<file path="src/hw/irq_settings.svh">
`ifndef IRQ_SETTINGS_SVH
`define IRQ_SETTINGS_SVH

// Machine word width, used for addresses and interrupt values.
`define IRQ_WORD_BITS 32

// Number of interrupt types, one vector table entry each.
`define IRQ_NUM_VECTORS 8

// Scancodes that can wait before they become key interrupts.
`define IRQ_SCANCODE_DEPTH 5

// Pending interrupts held in the shared interrupt queue.
`define IRQ_QUEUE_DEPTH 10

// One instruction is an opcode byte plus two 4-byte operands.
`define IRQ_INSTR_BYTES 9

// Interrupt type raised for every keyboard scancode.
`define IRQ_TYPE_KEY 0

`endif

</file>
<file path="src/hw/irq_pkg.sv">
`include "irq_settings.svh"

package irq_pkg;

    // Address or data word of the CPU.
    typedef logic [`IRQ_WORD_BITS-1:0] word_t;

    // Raw keyboard scancode as delivered by the keyboard receiver.
    typedef logic [7:0] scancode_t;

    // Interrupt type number, also the vector table index.
    typedef logic [$clog2(`IRQ_NUM_VECTORS)-1:0] irq_type_t;

    // One pending interrupt.
    // The value is handed to the service routine as its argument.
    typedef struct packed {
        irq_type_t irq_type;
        word_t     value;
    } irq_entry_t;

endpackage

</file>
<file path="src/hw/irq_controller.sv">
`timescale 1ns/1ns
`include "irq_settings.svh"

module irq_controller (
    input  logic               CLOCK_50,
    input  logic               rst_n_i,
    input  irq_pkg::scancode_t scancode_i,
    input  logic               scancode_valid_i,
    input  logic               sw_irq_i,
    input  irq_pkg::irq_type_t sw_irq_type_i,
    input  irq_pkg::word_t     sw_irq_value_i,
    input  logic               vector_we_i,
    input  irq_pkg::irq_type_t vector_index_i,
    input  irq_pkg::word_t     vector_addr_i,
    input  logic               iret_i,
    input  irq_pkg::word_t     ip_i,
    input  irq_pkg::word_t     code_base_i,
    input  irq_pkg::word_t     program_end_i,
    output logic               overflow_o,
    output logic               dispatch_o,
    output irq_pkg::word_t     isr_addr_o,
    output irq_pkg::word_t     return_addr_o,
    output irq_pkg::irq_type_t irq_type_o,
    output irq_pkg::word_t     irq_value_o,
    output logic               in_service_o
);

    import irq_pkg::*;

    logic       queue_push;
    irq_entry_t queue_entry;
    logic       queue_full;
    logic       queue_pop;
    irq_entry_t queue_head;
    logic       queue_empty;

    // Key and software requests enter the queue here.
    irq_source u_irq_source (
        .CLOCK_50         (CLOCK_50),
        .rst_n_i          (rst_n_i),
        .scancode_i       (scancode_i),
        .scancode_valid_i (scancode_valid_i),
        .sw_irq_i         (sw_irq_i),
        .sw_irq_type_i    (sw_irq_type_i),
        .sw_irq_value_i   (sw_irq_value_i),
        .queue_full_i     (queue_full),
        .queue_push_o     (queue_push),
        .queue_entry_o    (queue_entry),
        .overflow_o       (overflow_o)
    );

    // Shared interrupt queue.
    sync_fifo #(
        .item_t (irq_entry_t),
        .DEPTH  (`IRQ_QUEUE_DEPTH)
    ) u_irq_queue (
        .CLOCK_50 (CLOCK_50),
        .rst_n_i  (rst_n_i),
        .push_i   (queue_push),
        .item_i   (queue_entry),
        .pop_i    (queue_pop),
        .item_o   (queue_head),
        .empty_o  (queue_empty),
        .full_o   (queue_full)
    );

    irq_dispatcher u_irq_dispatcher (
        .CLOCK_50       (CLOCK_50),
        .rst_n_i        (rst_n_i),
        .queue_empty_i  (queue_empty),
        .queue_head_i   (queue_head),
        .queue_pop_o    (queue_pop),
        .vector_we_i    (vector_we_i),
        .vector_index_i (vector_index_i),
        .vector_addr_i  (vector_addr_i),
        .ip_i           (ip_i),
        .code_base_i    (code_base_i),
        .program_end_i  (program_end_i),
        .iret_i         (iret_i),
        .dispatch_o     (dispatch_o),
        .isr_addr_o     (isr_addr_o),
        .return_addr_o  (return_addr_o),
        .irq_type_o     (irq_type_o),
        .irq_value_o    (irq_value_o),
        .in_service_o   (in_service_o)
    );

endmodule

</file>
<file path="src/hw/irq_dispatcher.sv">
`timescale 1ns/1ns
`include "irq_settings.svh"

module irq_dispatcher (
    input  logic                CLOCK_50,
    input  logic                rst_n_i,
    input  logic                queue_empty_i,
    input  irq_pkg::irq_entry_t queue_head_i,
    output logic                queue_pop_o,
    input  logic                vector_we_i,
    input  irq_pkg::irq_type_t  vector_index_i,
    input  irq_pkg::word_t      vector_addr_i,
    input  irq_pkg::word_t      ip_i,
    input  irq_pkg::word_t      code_base_i,
    input  irq_pkg::word_t      program_end_i,
    input  logic                iret_i,
    output logic                dispatch_o,
    output irq_pkg::word_t      isr_addr_o,
    output irq_pkg::word_t      return_addr_o,
    output irq_pkg::irq_type_t  irq_type_o,
    output irq_pkg::word_t      irq_value_o,
    output logic                in_service_o
);

    import irq_pkg::*;

    // Vector entries are offsets from the start of the code section.
    word_t     vector_table [`IRQ_NUM_VECTORS];
    irq_type_t head_type;
    word_t     return_sum;

    assign head_type = queue_head_i.irq_type;

    // Address of the instruction after the current one.
    assign return_sum = ip_i + word_t'(`IRQ_INSTR_BYTES);

    // Only one routine runs at a time; the rest stay queued.
    assign queue_pop_o = !in_service_o && !queue_empty_i;

    always_ff @(posedge CLOCK_50 or negedge rst_n_i)
    begin
        if (!rst_n_i)
        begin
            for (int i = 0; i < `IRQ_NUM_VECTORS; i++)
            begin
                vector_table[i] <= '0;
            end
        end
        else if (vector_we_i)
        begin
            vector_table[vector_index_i] <= vector_addr_i;
        end
    end

    always_ff @(posedge CLOCK_50 or negedge rst_n_i)
    begin
        if (!rst_n_i)
        begin
            dispatch_o   <= 1'b0;
            in_service_o <= 1'b0;
        end
        else
        begin
            dispatch_o <= queue_pop_o;
            // A pop only happens while idle, so it cannot collide with a return.
            if (queue_pop_o)
                in_service_o <= 1'b1;
            else if (iret_i)
                in_service_o <= 1'b0;
        end
    end

    // Service context is captured on the pop edge, alongside the dispatch pulse.
    always_ff @(posedge CLOCK_50)
    begin
        if (queue_pop_o)
        begin
            isr_addr_o <= code_base_i + vector_table[head_type];
            // Near the end of the program, resume at the current instruction.
            if (return_sum >= program_end_i)
                return_addr_o <= ip_i;
            else
                return_addr_o <= return_sum;
            irq_type_o  <= head_type;
            irq_value_o <= queue_head_i.value;
        end
    end

endmodule

</file>
<file path="src/hw/irq_source.sv">
`timescale 1ns/1ns
`include "irq_settings.svh"

module irq_source (
    input  logic                CLOCK_50,
    input  logic                rst_n_i,
    input  irq_pkg::scancode_t  scancode_i,
    input  logic                scancode_valid_i,
    input  logic                sw_irq_i,
    input  irq_pkg::irq_type_t  sw_irq_type_i,
    input  irq_pkg::word_t      sw_irq_value_i,
    input  logic                queue_full_i,
    output logic                queue_push_o,
    output irq_pkg::irq_entry_t queue_entry_o,
    output logic                overflow_o
);

    import irq_pkg::*;

    scancode_t  sc_head;
    logic       sc_empty;
    logic       sc_full;
    logic       sc_pop;
    logic       queue_busy;
    logic       sw_accept;
    logic       sw_drop;
    logic       key_drop;
    irq_entry_t next_entry;

    // Scancodes wait here until the interrupt queue has room.
    sync_fifo #(
        .item_t (scancode_t),
        .DEPTH  (`IRQ_SCANCODE_DEPTH)
    ) u_scancode_fifo (
        .CLOCK_50 (CLOCK_50),
        .rst_n_i  (rst_n_i),
        .push_i   (scancode_valid_i),
        .item_i   (scancode_i),
        .pop_i    (sc_pop),
        .item_o   (sc_head),
        .empty_o  (sc_empty),
        .full_o   (sc_full)
    );

    // The queue's full flag lags our own write by a cycle.
    // A write still in flight therefore counts as no room.
    assign queue_busy = queue_full_i || queue_push_o;

    // Software requests win the slot, the scancode buffer waits.
    assign sw_accept = sw_irq_i && !queue_busy;
    assign sw_drop   = sw_irq_i && queue_busy;
    assign sc_pop    = !sw_irq_i && !sc_empty && !queue_busy;

    // The scancode buffer refuses a strobe when it is full.
    assign key_drop = scancode_valid_i && sc_full;

    always_comb
    begin
        if (sw_irq_i)
        begin
            next_entry.irq_type = sw_irq_type_i;
            next_entry.value    = sw_irq_value_i;
        end
        else
        begin
            // Key interrupts carry the scancode, zero-extended.
            next_entry.irq_type = irq_type_t'(`IRQ_TYPE_KEY);
            next_entry.value    = word_t'(sc_head);
        end
    end

    always_ff @(posedge CLOCK_50 or negedge rst_n_i)
    begin
        if (!rst_n_i)
        begin
            queue_push_o <= 1'b0;
            overflow_o   <= 1'b0;
        end
        else
        begin
            queue_push_o <= sw_accept || sc_pop;
            overflow_o   <= sw_drop || key_drop;
        end
    end

    always_ff @(posedge CLOCK_50)
    begin
        if (sw_accept || sc_pop)
            queue_entry_o <= next_entry;
    end

endmodule

</file>
<file path="src/hw/sync_fifo.sv">
`timescale 1ns/1ns

module sync_fifo #(
    parameter type item_t = logic [7:0],
    parameter int  DEPTH  = 4
) (
    input  logic  CLOCK_50,
    input  logic  rst_n_i,
    input  logic  push_i,
    input  item_t item_i,
    input  logic  pop_i,
    output item_t item_o,
    output logic  empty_o,
    output logic  full_o
);

    localparam int PTR_BITS = (DEPTH > 1) ? $clog2(DEPTH) : 1;
    localparam int CNT_BITS = $clog2(DEPTH + 1);
    localparam logic [PTR_BITS-1:0] LAST_SLOT = PTR_BITS'(DEPTH - 1);

    item_t               mem [DEPTH];
    logic [PTR_BITS-1:0] rd_ptr;
    logic [PTR_BITS-1:0] wr_ptr;
    logic [CNT_BITS-1:0] count;
    logic                do_push;
    logic                do_pop;

    // Pointers wrap at DEPTH, which need not be a power of two.
    function automatic logic [PTR_BITS-1:0] next_ptr(input logic [PTR_BITS-1:0] ptr);
        next_ptr = (ptr == LAST_SLOT) ? '0 : ptr + 1'b1;
    endfunction

    assign empty_o = (count == '0);
    assign full_o  = (count == CNT_BITS'(DEPTH));

    // Requests against a full or empty buffer have no effect.
    assign do_push = push_i && !full_o;
    assign do_pop  = pop_i && !empty_o;

    // Show-ahead read port.
    assign item_o = mem[rd_ptr];

    always_ff @(posedge CLOCK_50 or negedge rst_n_i)
    begin
        if (!rst_n_i)
        begin
            rd_ptr <= '0;
            wr_ptr <= '0;
            count  <= '0;
        end
        else
        begin
            if (do_push)
                wr_ptr <= next_ptr(wr_ptr);
            if (do_pop)
                rd_ptr <= next_ptr(rd_ptr);
            // Push and pop together leave the occupancy as it is.
            case ({do_push, do_pop})
                2'b10:   count <= count + 1'b1;
                2'b01:   count <= count - 1'b1;
                default: count <= count;
            endcase
        end
    end

    always_ff @(posedge CLOCK_50)
    begin
        if (do_push)
            mem[wr_ptr] <= item_i;
    end

endmodule

</file>
<file path="config.mk">
export PLATFORM = sky130hd
export DESIGN_NAME = irq_controller
export DESIGN_NICKNAME = d
export VERILOG_FILES = /design/src/hw/irq_pkg.sv /design/src/hw/irq_controller.sv /design/src/hw/irq_dispatcher.sv /design/src/hw/irq_source.sv /design/src/hw/sync_fifo.sv
export VERILOG_INCLUDE_DIRS = /design/src /design/src/hw
export SDC_FILE = /design/constraint.sdc
export NUM_CORES = 1
export LEC_CHECK = 0
export ABC_AREA = 1
export BUFFER_PORTS_ARGS = -buffer_cell sky130_fd_sc_hd__buf_4
export CORE_MARGIN = 5
export CORE_UTILIZATION = 56
export CTS_BUF_LIST = sky130_fd_sc_hd__clkbuf_8
export CTS_CLUSTER_DIAMETER = 40
export CTS_CLUSTER_SIZE = 20
export DETAILED_ROUTE_END_ITERATION = 6
export HOLD_SLACK_MARGIN = 0.1
export PLACE_DENSITY = 0.78
export SETUP_SLACK_MARGIN = 0.15
export SKIP_CTS_REPAIR_TIMING = 1
export SYNTH_ARGS = -nofsm -noshare
export SYNTH_HDL_FRONTEND = slang
export SYNTH_SLANG_ARGS = --single-unit
</file>
<file path="constraint.sdc">
create_clock -name CLOCK_50 -period 7.63 [get_ports CLOCK_50]
set_input_delay 0.3815 -clock CLOCK_50 [delete_from_list [all_inputs] [get_ports CLOCK_50]]
set_output_delay 0.3815 -clock CLOCK_50 [all_outputs]
set_load 0.01 [all_outputs]
</file>
==> results.toml, run 1 <==
[detailed_routing]
vias = 27200
dr.pass1.iters = 6
routed_wl_mm = 95.2
drc = 0
drt_iter0_drc = 2771
ant_nets = 0
routedWlPerCell_um = 20.0
avgViaCountPerCell = 5.72

[worst_setup_path]
crit_family = "buffers and inverters"
start_kind = "register"
reg2reg_slack_ps = 1260
crit_required_ps = 8110
reg2reg_depth = 25
timing.rr.end = "u_irq_dispatcher.isr_addr_o[29]$_DFFE_PP_"
endpoint = "u_irq_dispatcher.isr_addr_o[29]$_DFFE_PP_"
cpPeakStageDelay_ps = 760
worstSetupPathDepth = 25
cpMaxStageDelayCell = "buf_4"
end_kind = "register"
path_max_fanout = 88
path_class = "register to register"
crit_path_start = "u_irq_queue.rd_ptr[0]$_DFFE_PN0P_"
arrival_ps = 6850
r2r_start = "u_irq_queue.rd_ptr[0]$_DFFE_PN0P_"
path_buf_inv = 6
path_common_cell = "nand2_1"

[power_and_ir_drop]
ir_drop_v = 0.000302
leakage_uw = 0.0177
powerDensity_nw_per_um2 = 451

[clock_tree]
cts_max_level = 3
root_buffer = "clkbuf_8"
cts_tree = "yes"
path_clk_slew_ps = 70
clkSinkCount = 805
numCtsBuffers = 106
clkLatencyLatePin_ps = 750
cts_buffer_depth = 3

[synthesis]
syn_area_um2 = 35800
synth-main-ff-cell = "edfxtp_1"
synth-seq-cells = 805
ys_seq_area_share_pct = 63.7
synth_cell_types = 52
syn-num-nets = 3699
netlist_instances = 3444
yosys_warnings = 0
synth_edf_count = 524
synth.avg_cell_area_um2 = 10.4
async_flop_share_pct = 34.9

[timing]
skew_ps = 60.8
hold_violations = 0
maxSlewViolCount = 0
finalSetupViolations = 0
period_share_pct = 83.5
max_slew.worst_pin.slew_ps = 1270
rsz0062_at_grt = "no"
tns_ps = 0
setup_slack_ps = 1260
min_period_ps = 6370
fmax_mhz = 157
maxSlewHeadroom_pct = 14.9

[place]
hpwlAfterDp_mm = 57.7
preCtsSetupSlack_ps = 1430
io_buffer_count = 281
gp_congestion = 0.945

[grt]
grt_pass1_wl_mm = 145
grt_pass1_vias = 25900
grt_overflow = 0
antenna_found_initial = 5
grt_use_total_pct = 26.1
grt_max_degree = 112

[finish]
nNetsFinal = 4070
final_core_utilization_pct = 66.9
ff_latch_area_um2 = 22800
multi_input_area_um2 = 11300
drive_above_1_share_pct = 15.1
nFillCells = 4605
syn_to_final_growth_pct = 18.1

[min_path]
hp-start = "ip_i[25]"
hp-class = "input pin to register"

[floorplan]
core_area_um2 = 63200
fp.dieArea_um2 = 69000
start_util_pct = 56.6
dieHeight_um = 263
io_pins = 282
rows = 92
fp.dieW_um = 263

[status]
status = "finished, final reports clean"

[run]
maxCapViolations = 0
-- tightest hold or removal path, stage by stage --
cell and delay (ps):
buf_4 100, inv_1 40, o21ai_0 200
-- cells by family (layout without fill, tap and decap cells) --
| logic type | Yosys count | count (layout) | synth area share (%) |
|---|---|---|---|
| compound gates | 715 | 715 | 11.5 |
| buf+inv | 436 | 900 | 5.07 |
| simple gates | 1353 | 1353 | 15.6 |
| flops | 805 | 805 | 63.7 |
| fa+ha+maj | 75 | 75 | 2.69 |
| other cells | 0 | 3 | 0 |
| xor+xnor | 60 | 60 | 1.47 |
-- cell usage after synthesis (6+ instances only) --
master / count / area (µm²)
a21o_1: 8 / 60.1
a21oi_1: 72 / 360
a221oi_1: 49 / 429
a31oi_1: 7 / 43.8
buf_1: 6 / 22.5
buf_2: 23 / 115
buf_4: 25 / 188
buf_6: 7 / 78.8
clkbuf_1: 107 / 402
dfrtp_1: 281 / 7030
edfxtp_1: 524 / 15700
ha_1: 72 / 901
inv_1: 256 / 961
inv_2: 9 / 33.8
nand2_1: 821 / 3080
nand3_1: 249 / 1250
nand4_1: 8 / 50.1
nor2_1: 222 / 833
nor3_1: 18 / 90.1
nor4_1: 9 / 56.3
o2111ai_1: 18 / 158
o211ai_1: 6 / 45.0
o211ai_2: 29 / 363
o21ai_0: 488 / 2440
o21ai_1: 20 / 100
o22ai_1: 9 / 56.3
xnor2_1: 19 / 166
xor2_1: 41 / 359
-- metrics by stage --
stage / total power (µW) / area, µm² / instances / hold slack (ps)
3_3_place_gp: 14900 / 38600 / 4445 / 465
5_1_grt: 20200 / 42200 / 4757 / 106
6_report: 19000 / 42200 / 4757 / 112
2_1_floorplan: 12400 / 35800 / 3444 / 85.9
4_1_cts: 18900 / 41200 / 4646 / -301
3_5_place_dp: 15100 / 38600 / 4445 / 473
-- worst min path at each step --
stage | to | slack (ps) | cells past startpoint
floorplan | u_irq_dispatcher.dispatch_o$_DFF_PN0_ | 90 | 0
global placement | u_irq_dispatcher.vector_table[236]$_DFFE_PN0P_ | 460 | 2
detailed placement | u_irq_dispatcher.vector_table[84]$_DFFE_PN0P_ | 470 | 2
CTS | u_irq_dispatcher.vector_table[54]$_DFFE_PN0P_ | -300 | 1
global route | u_irq_source.queue_entry_o[5]$_DFFE_PP_ | 110 | 3
finish | u_irq_dispatcher.return_addr_o[25]$_DFFE_PP_ | 110 | 3
-- cell usage in the layout (no fill, tap or decap), types with 12 or more instances in the layout --
| master | count |
|---|---|
| a21oi_1 | 71 |
| a221oi_1 | 49 |
| buf_4 | 322 |
| bufinv_16 | 17 |
| clkbuf_8 | 108 |
| clkinv_2 | 12 |
| clkinv_4 | 15 |
| clkinvlp_4 | 14 |
| dfrtp_1 | 280 |
| dlygate4sd3_1 | 108 |
| edfxtp_1 | 524 |
| ha_1 | 72 |
| inv_1 | 266 |
| nand2_1 | 814 |
| nand3_1 | 247 |
| nor2_1 | 212 |
| nor3_1 | 18 |
| o2111ai_1 | 18 |
| o211ai_2 | 29 |
| o21ai_0 | 488 |
| o21ai_1 | 20 |
| xnor2_1 | 19 |
| xor2_1 | 41 |
-- where the power goes --
group          switching [µW]  internal [µW]  total (µW)  leakage (µW)
sequential                616           6280        6900       0.00835
combinational            5670           2670        8330       0.00801
clock                    1820           1990        3810       0.00130
-- flip-flops by register name, indices dropped and copies added (netlist names) --
register	flops
u_irq_queue.wr_ptr	4
u_irq_dispatcher.in_service_o	1
u_irq_dispatcher.irq_type_o	3
u_irq_dispatcher.vector_table	256
u_irq_dispatcher.dispatch_o	1
u_irq_dispatcher.isr_addr_o	32
u_irq_source.overflow_o	1
u_irq_dispatcher.irq_value_o	32
u_irq_source.queue_push_o	1
u_irq_queue.mem	350
u_irq_queue.count	4
u_irq_source.u_scancode_fifo.mem	40
u_irq_source.u_scancode_fifo.rd_ptr	3
u_irq_source.queue_entry_o	35
u_irq_source.u_scancode_fifo.count	3
u_irq_queue.rd_ptr	4
u_irq_dispatcher.return_addr_o	32
u_irq_source.u_scancode_fifo.wr_ptr	3
-- layout make-up --
type | instances | share of cell area, %
timing repair buffer | 431 | 8.32
clock inverter | 93 | 2.56
clock buffer | 108 | 3.52
antenna | 3 | 0.0178
inverter | 268 | 2.39
tap | 846 | 2.51
multi-input combinational | 2203 | 26.8
sequential | 805 | 53.9
-- per-layer routing --
metal	vias up	track usage [%]	wire length [µm]
met4	2	8.25	2630
met1	13100	36.2	38500
met2	1304	42.4	46300
li1	12600	-	-
met5	-	0	7
met3	194	4.79	7810
Note: power is estimated with default switching activity, not from simulation.
==> inputs of run 2 (changes only) <==
--- a/config.mk
+++ b/config.mk
@@ -6,16 +6,16 @@
 export SDC_FILE = /design/constraint.sdc
 export NUM_CORES = 1
 export LEC_CHECK = 0
-export ABC_AREA = 1
+export ABC_AREA = 0
 export BUFFER_PORTS_ARGS = -buffer_cell sky130_fd_sc_hd__buf_4
 export CORE_MARGIN = 5
-export CORE_UTILIZATION = 56
+export CORE_UTILIZATION = 62
 export CTS_BUF_LIST = sky130_fd_sc_hd__clkbuf_8
 export CTS_CLUSTER_DIAMETER = 40
 export CTS_CLUSTER_SIZE = 20
 export DETAILED_ROUTE_END_ITERATION = 6
 export HOLD_SLACK_MARGIN = 0.1
-export PLACE_DENSITY = 0.78
+export PLACE_DENSITY = 0.82
 export SETUP_SLACK_MARGIN = 0.15
 export SKIP_CTS_REPAIR_TIMING = 1
 export SYNTH_ARGS = -nofsm -noshare
==> constraint.sdc (replaced) <==
create_clock -name CLOCK_50 -period 5.9 [get_ports CLOCK_50]
set_input_delay 0.295 -clock CLOCK_50 [delete_from_list [all_inputs] [get_ports CLOCK_50]]
set_output_delay 0.295 -clock CLOCK_50 [all_outputs]
set_load 0.01 [all_outputs]
==> run 2 against run 1 <==
Synthesized cell count fell by 36%. Wire length decreased by 13%. Cell area is 1.3% lower. Total power increased by 17%. Cell count decreased by 27%. Combinational power rose by 10%. Register-to-register slack got worse by 760 ps. Sequential cell count is the same. Synthesized area down 1.9%. Worst hold slack improved by 29 ps.
==> results.toml, run 2 <==
[status]
status = "finished, final reports clean"

[synthesis]
ys_seq_area_share_pct = 64.9
synth-main-ff-cell = "edfxtp_1"
synth_top_area_share_pct = 44.9
synth_area_leader_cell = "edfxtp_1"
yosys_warnings = 0
synth-seq-cells = 805
async_flop_share_pct = 34.9
synth.avg_cell_area_um2 = 16.0
synth_area_leaders = "edfxtp_1 (45%), dfrtp_1 (20%), mux4_2 (9.0%)"
syn_area_um2 = 35100
synthMostInstantiatedCell = "edfxtp_1"
syn-num-nets = 2445
synth_cell_types = 55
yosys-top-cells-count = "edfxtp_1 (524), dfrtp_1 (281), mux2_2 (262), nand2_1 (162), mux4_2 (140)"
netlist_instances = 2190
synth_edf_count = 524

[floorplan]
fp.dieArea_um2 = 61400
io_pins = 282
rows = 87
fp.dieW_um = 248
start_util_pct = 62.4
dieHeight_um = 248
core_area_um2 = 56200

[worst_setup_path]
path_buf_inv = 1
crit_required_ps = 6300
worstSetupPathDepth = 17
path_max_fanout = 14
crit_family = "compound AO/OA/AOI/OAI gates"
reg2reg_depth = 17
arrival_ps = 5800
crit_chain = "mux4_2 > mux2_2 > o21ai_2 > mux4_2 > nand2_1 > nand2_1 > ha_1 > nand2_1 > o21ai_0 > o2111ai_1 > a21oi_1 > o21ai_0 > buf_4 > o21ai_0 > nand3_1 > a21oi_1 > xnor2_1"
path_class = "register to register"
timing.rr.end = "u_irq_dispatcher.isr_addr_o[31]$_DFFE_PP_"
cpPeakStageDelay_ps = 750
r2r_start = "u_irq_queue.rd_ptr[0]$_DFFE_PN0P_"
start_kind = "register"
end_kind = "register"
reg2reg_slack_ps = 500
cpMaxStageDelayCell = "o21ai_2"

[finish]
layout_commonest_cell = "edfxtp_1"
regMostFlops = "u_irq_queue.mem"
largest_reg_flops = 350
syn_to_final_growth_pct = 18.8
final_area_um2 = 41700
top_regs = "u_irq_queue.mem (350), u_irq_dispatcher.vector_table (256), u_irq_source.u_scancode_fifo.mem (40)"
mostFrequentLayoutCells = "edfxtp_1 (524), buf_4 (317), dfrtp_1 (277)"
drive_above_1_share_pct = 34.4
nNetsFinal = 2883

[place]
gp_congestion = 0.885
placed_area_um2 = 38200
hpwlAfterDp_mm = 47.5
io_buffer_count = 281

[min_path]
hp-class = "input pin to register"
whs_path_depth = 3
hp-start = "code_base_i[23]"
min_to = "u_irq_dispatcher.isr_addr_o[23]$_DFFE_PP_"

[clock_tree]
cts_max_level = 3
path_clk_slew_ps = 90
clkSinkCount = 805
clkLatencyLatePin_ps = 720
cts_tree = "yes"
numCtsBuffers = 96
root_buffer = "clkbuf_8"
cts_buffer_depth = 3

[timing]
maxSlewViolCount = 0
maxSlewHeadroom_pct = 30.2
period_share_pct = 91.5
min_period_ps = 5400
max_slew.worst_pin.slew_ps = 1040
hold_slack_ps = 142
rsz0062_at_grt = "no"
skew_ps = 71.9
finalSetupViolations = 0
hold_violations = 0
fmax_mhz = 185

[power_and_ir_drop]
powerDensity_nw_per_um2 = 537
ir_drop_v = 0.000448
leakage_uw = 0.0163

[detailed_routing]
ant_nets = 0
avgViaCountPerCell = 6.06
routedWlPerCell_um = 23.8
vias = 21000
drc = 0
dr.pass1.iters = 5
routed_wl_mm = 82.4
drt_iter0_drc = 1753

[grt]
grt_max_degree = 169
antenna_found_initial = 3
grt_pass1_wl_mm = 120
grt_use_total_pct = 25.4
grt_overflow = 0
grt_pass1_vias = 21100

[run]
maxCapViolations = 0
-- run 2: changes by cell type in the layout (fill, tap and decap cells not counted), sizes merged, moves of 34 or more --
cell    previous run  this run
nor2             224        33
mux4               0       140
nor2b              0        44
o21ai            510        47
a211oi             1        40
nand2            826       162
a221oi            49         1
mux2i              0        45
xnor2             19        65
mux2               0       262
and2               0        34
o211ai            35         1
nand3            252        24
inv              295       101
-- run 2: how the worst max path moves through the flow --
stage / to / slack, ps / from
2_1_floorplan: u_irq_queue.count[3]$_DFFE_PN0P_ / 1260 / u_irq_queue.count[0]$_DFFE_PN0P_
3_3_place_gp: u_irq_dispatcher.isr_addr_o[28]$_DFFE_PP_ / 140 / u_irq_queue.rd_ptr[0]$_DFFE_PN0P_
3_5_place_dp: u_irq_dispatcher.isr_addr_o[28]$_DFFE_PP_ / 30 / u_irq_queue.rd_ptr[0]$_DFFE_PN0P_
4_1_cts: u_irq_dispatcher.isr_addr_o[28]$_DFFE_PP_ / -30 / u_irq_queue.rd_ptr[0]$_DFFE_PN0P_
5_1_grt: u_irq_dispatcher.isr_addr_o[31]$_DFFE_PP_ / 170 / u_irq_queue.rd_ptr[0]$_DFFE_PN0P_
6_report: u_irq_dispatcher.isr_addr_o[31]$_DFFE_PP_ / 500 / u_irq_queue.rd_ptr[0]$_DFFE_PN0P_
-- run 2: kinds of logic after synthesis --
| group | synth area share [%] |
|---|---|
| buf+inv | 1.92 |
| simple gates | 5.31 |
| xor+xnor | 2.45 |
| flops | 64.9 |
| fa+ha+maj | 2.74 |
| compound gates | 3.99 |
| mux | 18.7 |
-- run 2: layer usage --
| layer | vias to the layer above | wire length, µm | global-route usage, % | part of all wire [%] |
|---|---|---|---|---|
| met4 | 0 | 2060 | 8.68 | 2.5 |
| met1 | 10800 | 32100 | 33.4 | 39 |
| li1 | 9198 | - | - | - |
| met2 | 905 | 42100 | 42.5 | 51 |
| met3 | 163 | 6170 | 5.60 | 7.5 |
| met5 | - | 0 | 0 | 0 |
-- run 2: cell type report --
| cell class | count | area (µm²) |
|---|---|---|
| Antenna cell | 3 | 7.51 |
| Clock buffer | 98 | 1350 |
| Clock inverter | 80 | 823 |
| Fill cell | 3299 | 14500 |
| Inverter | 58 | 218 |
| Multi-Input combinational cell | 1222 | 11800 |
| Sequential cell | 805 | 22800 |
| Tap cell | 756 | 946 |
| Timing Repair Buffer | 445 | 3770 |
-- run 2: stage by stage --
step	setup TNS, ps	total power [µW]	util [%]	setup slack, ps	std cells
2_1_floorplan	0	14900	-	1260	2190
3_3_place_gp	0	17400	68.0	139	3159
3_5_place_dp	0	17800	68.0	34.1	3159
4_1_cts	-27.2	22100	71.8	-27.2	3337
5_1_grt	0	23600	74.2	167	3465
6_report	0	22400	74.2	499	3467
-- run 2: power breakdown --
part           total [µW]  internal [µW]  switching [µW]
Combinational        9170           4180            4990
Sequential           8930           8040             883
Clock                4270           1880            2380
-- run 2: tightest hold or removal path: cells and delay by family --
family | cells | cell delay, ps
adders and majority gates | 1 | 180
xor gates and xnor gates | 1 | 150
buffers and inverters | 1 | 90
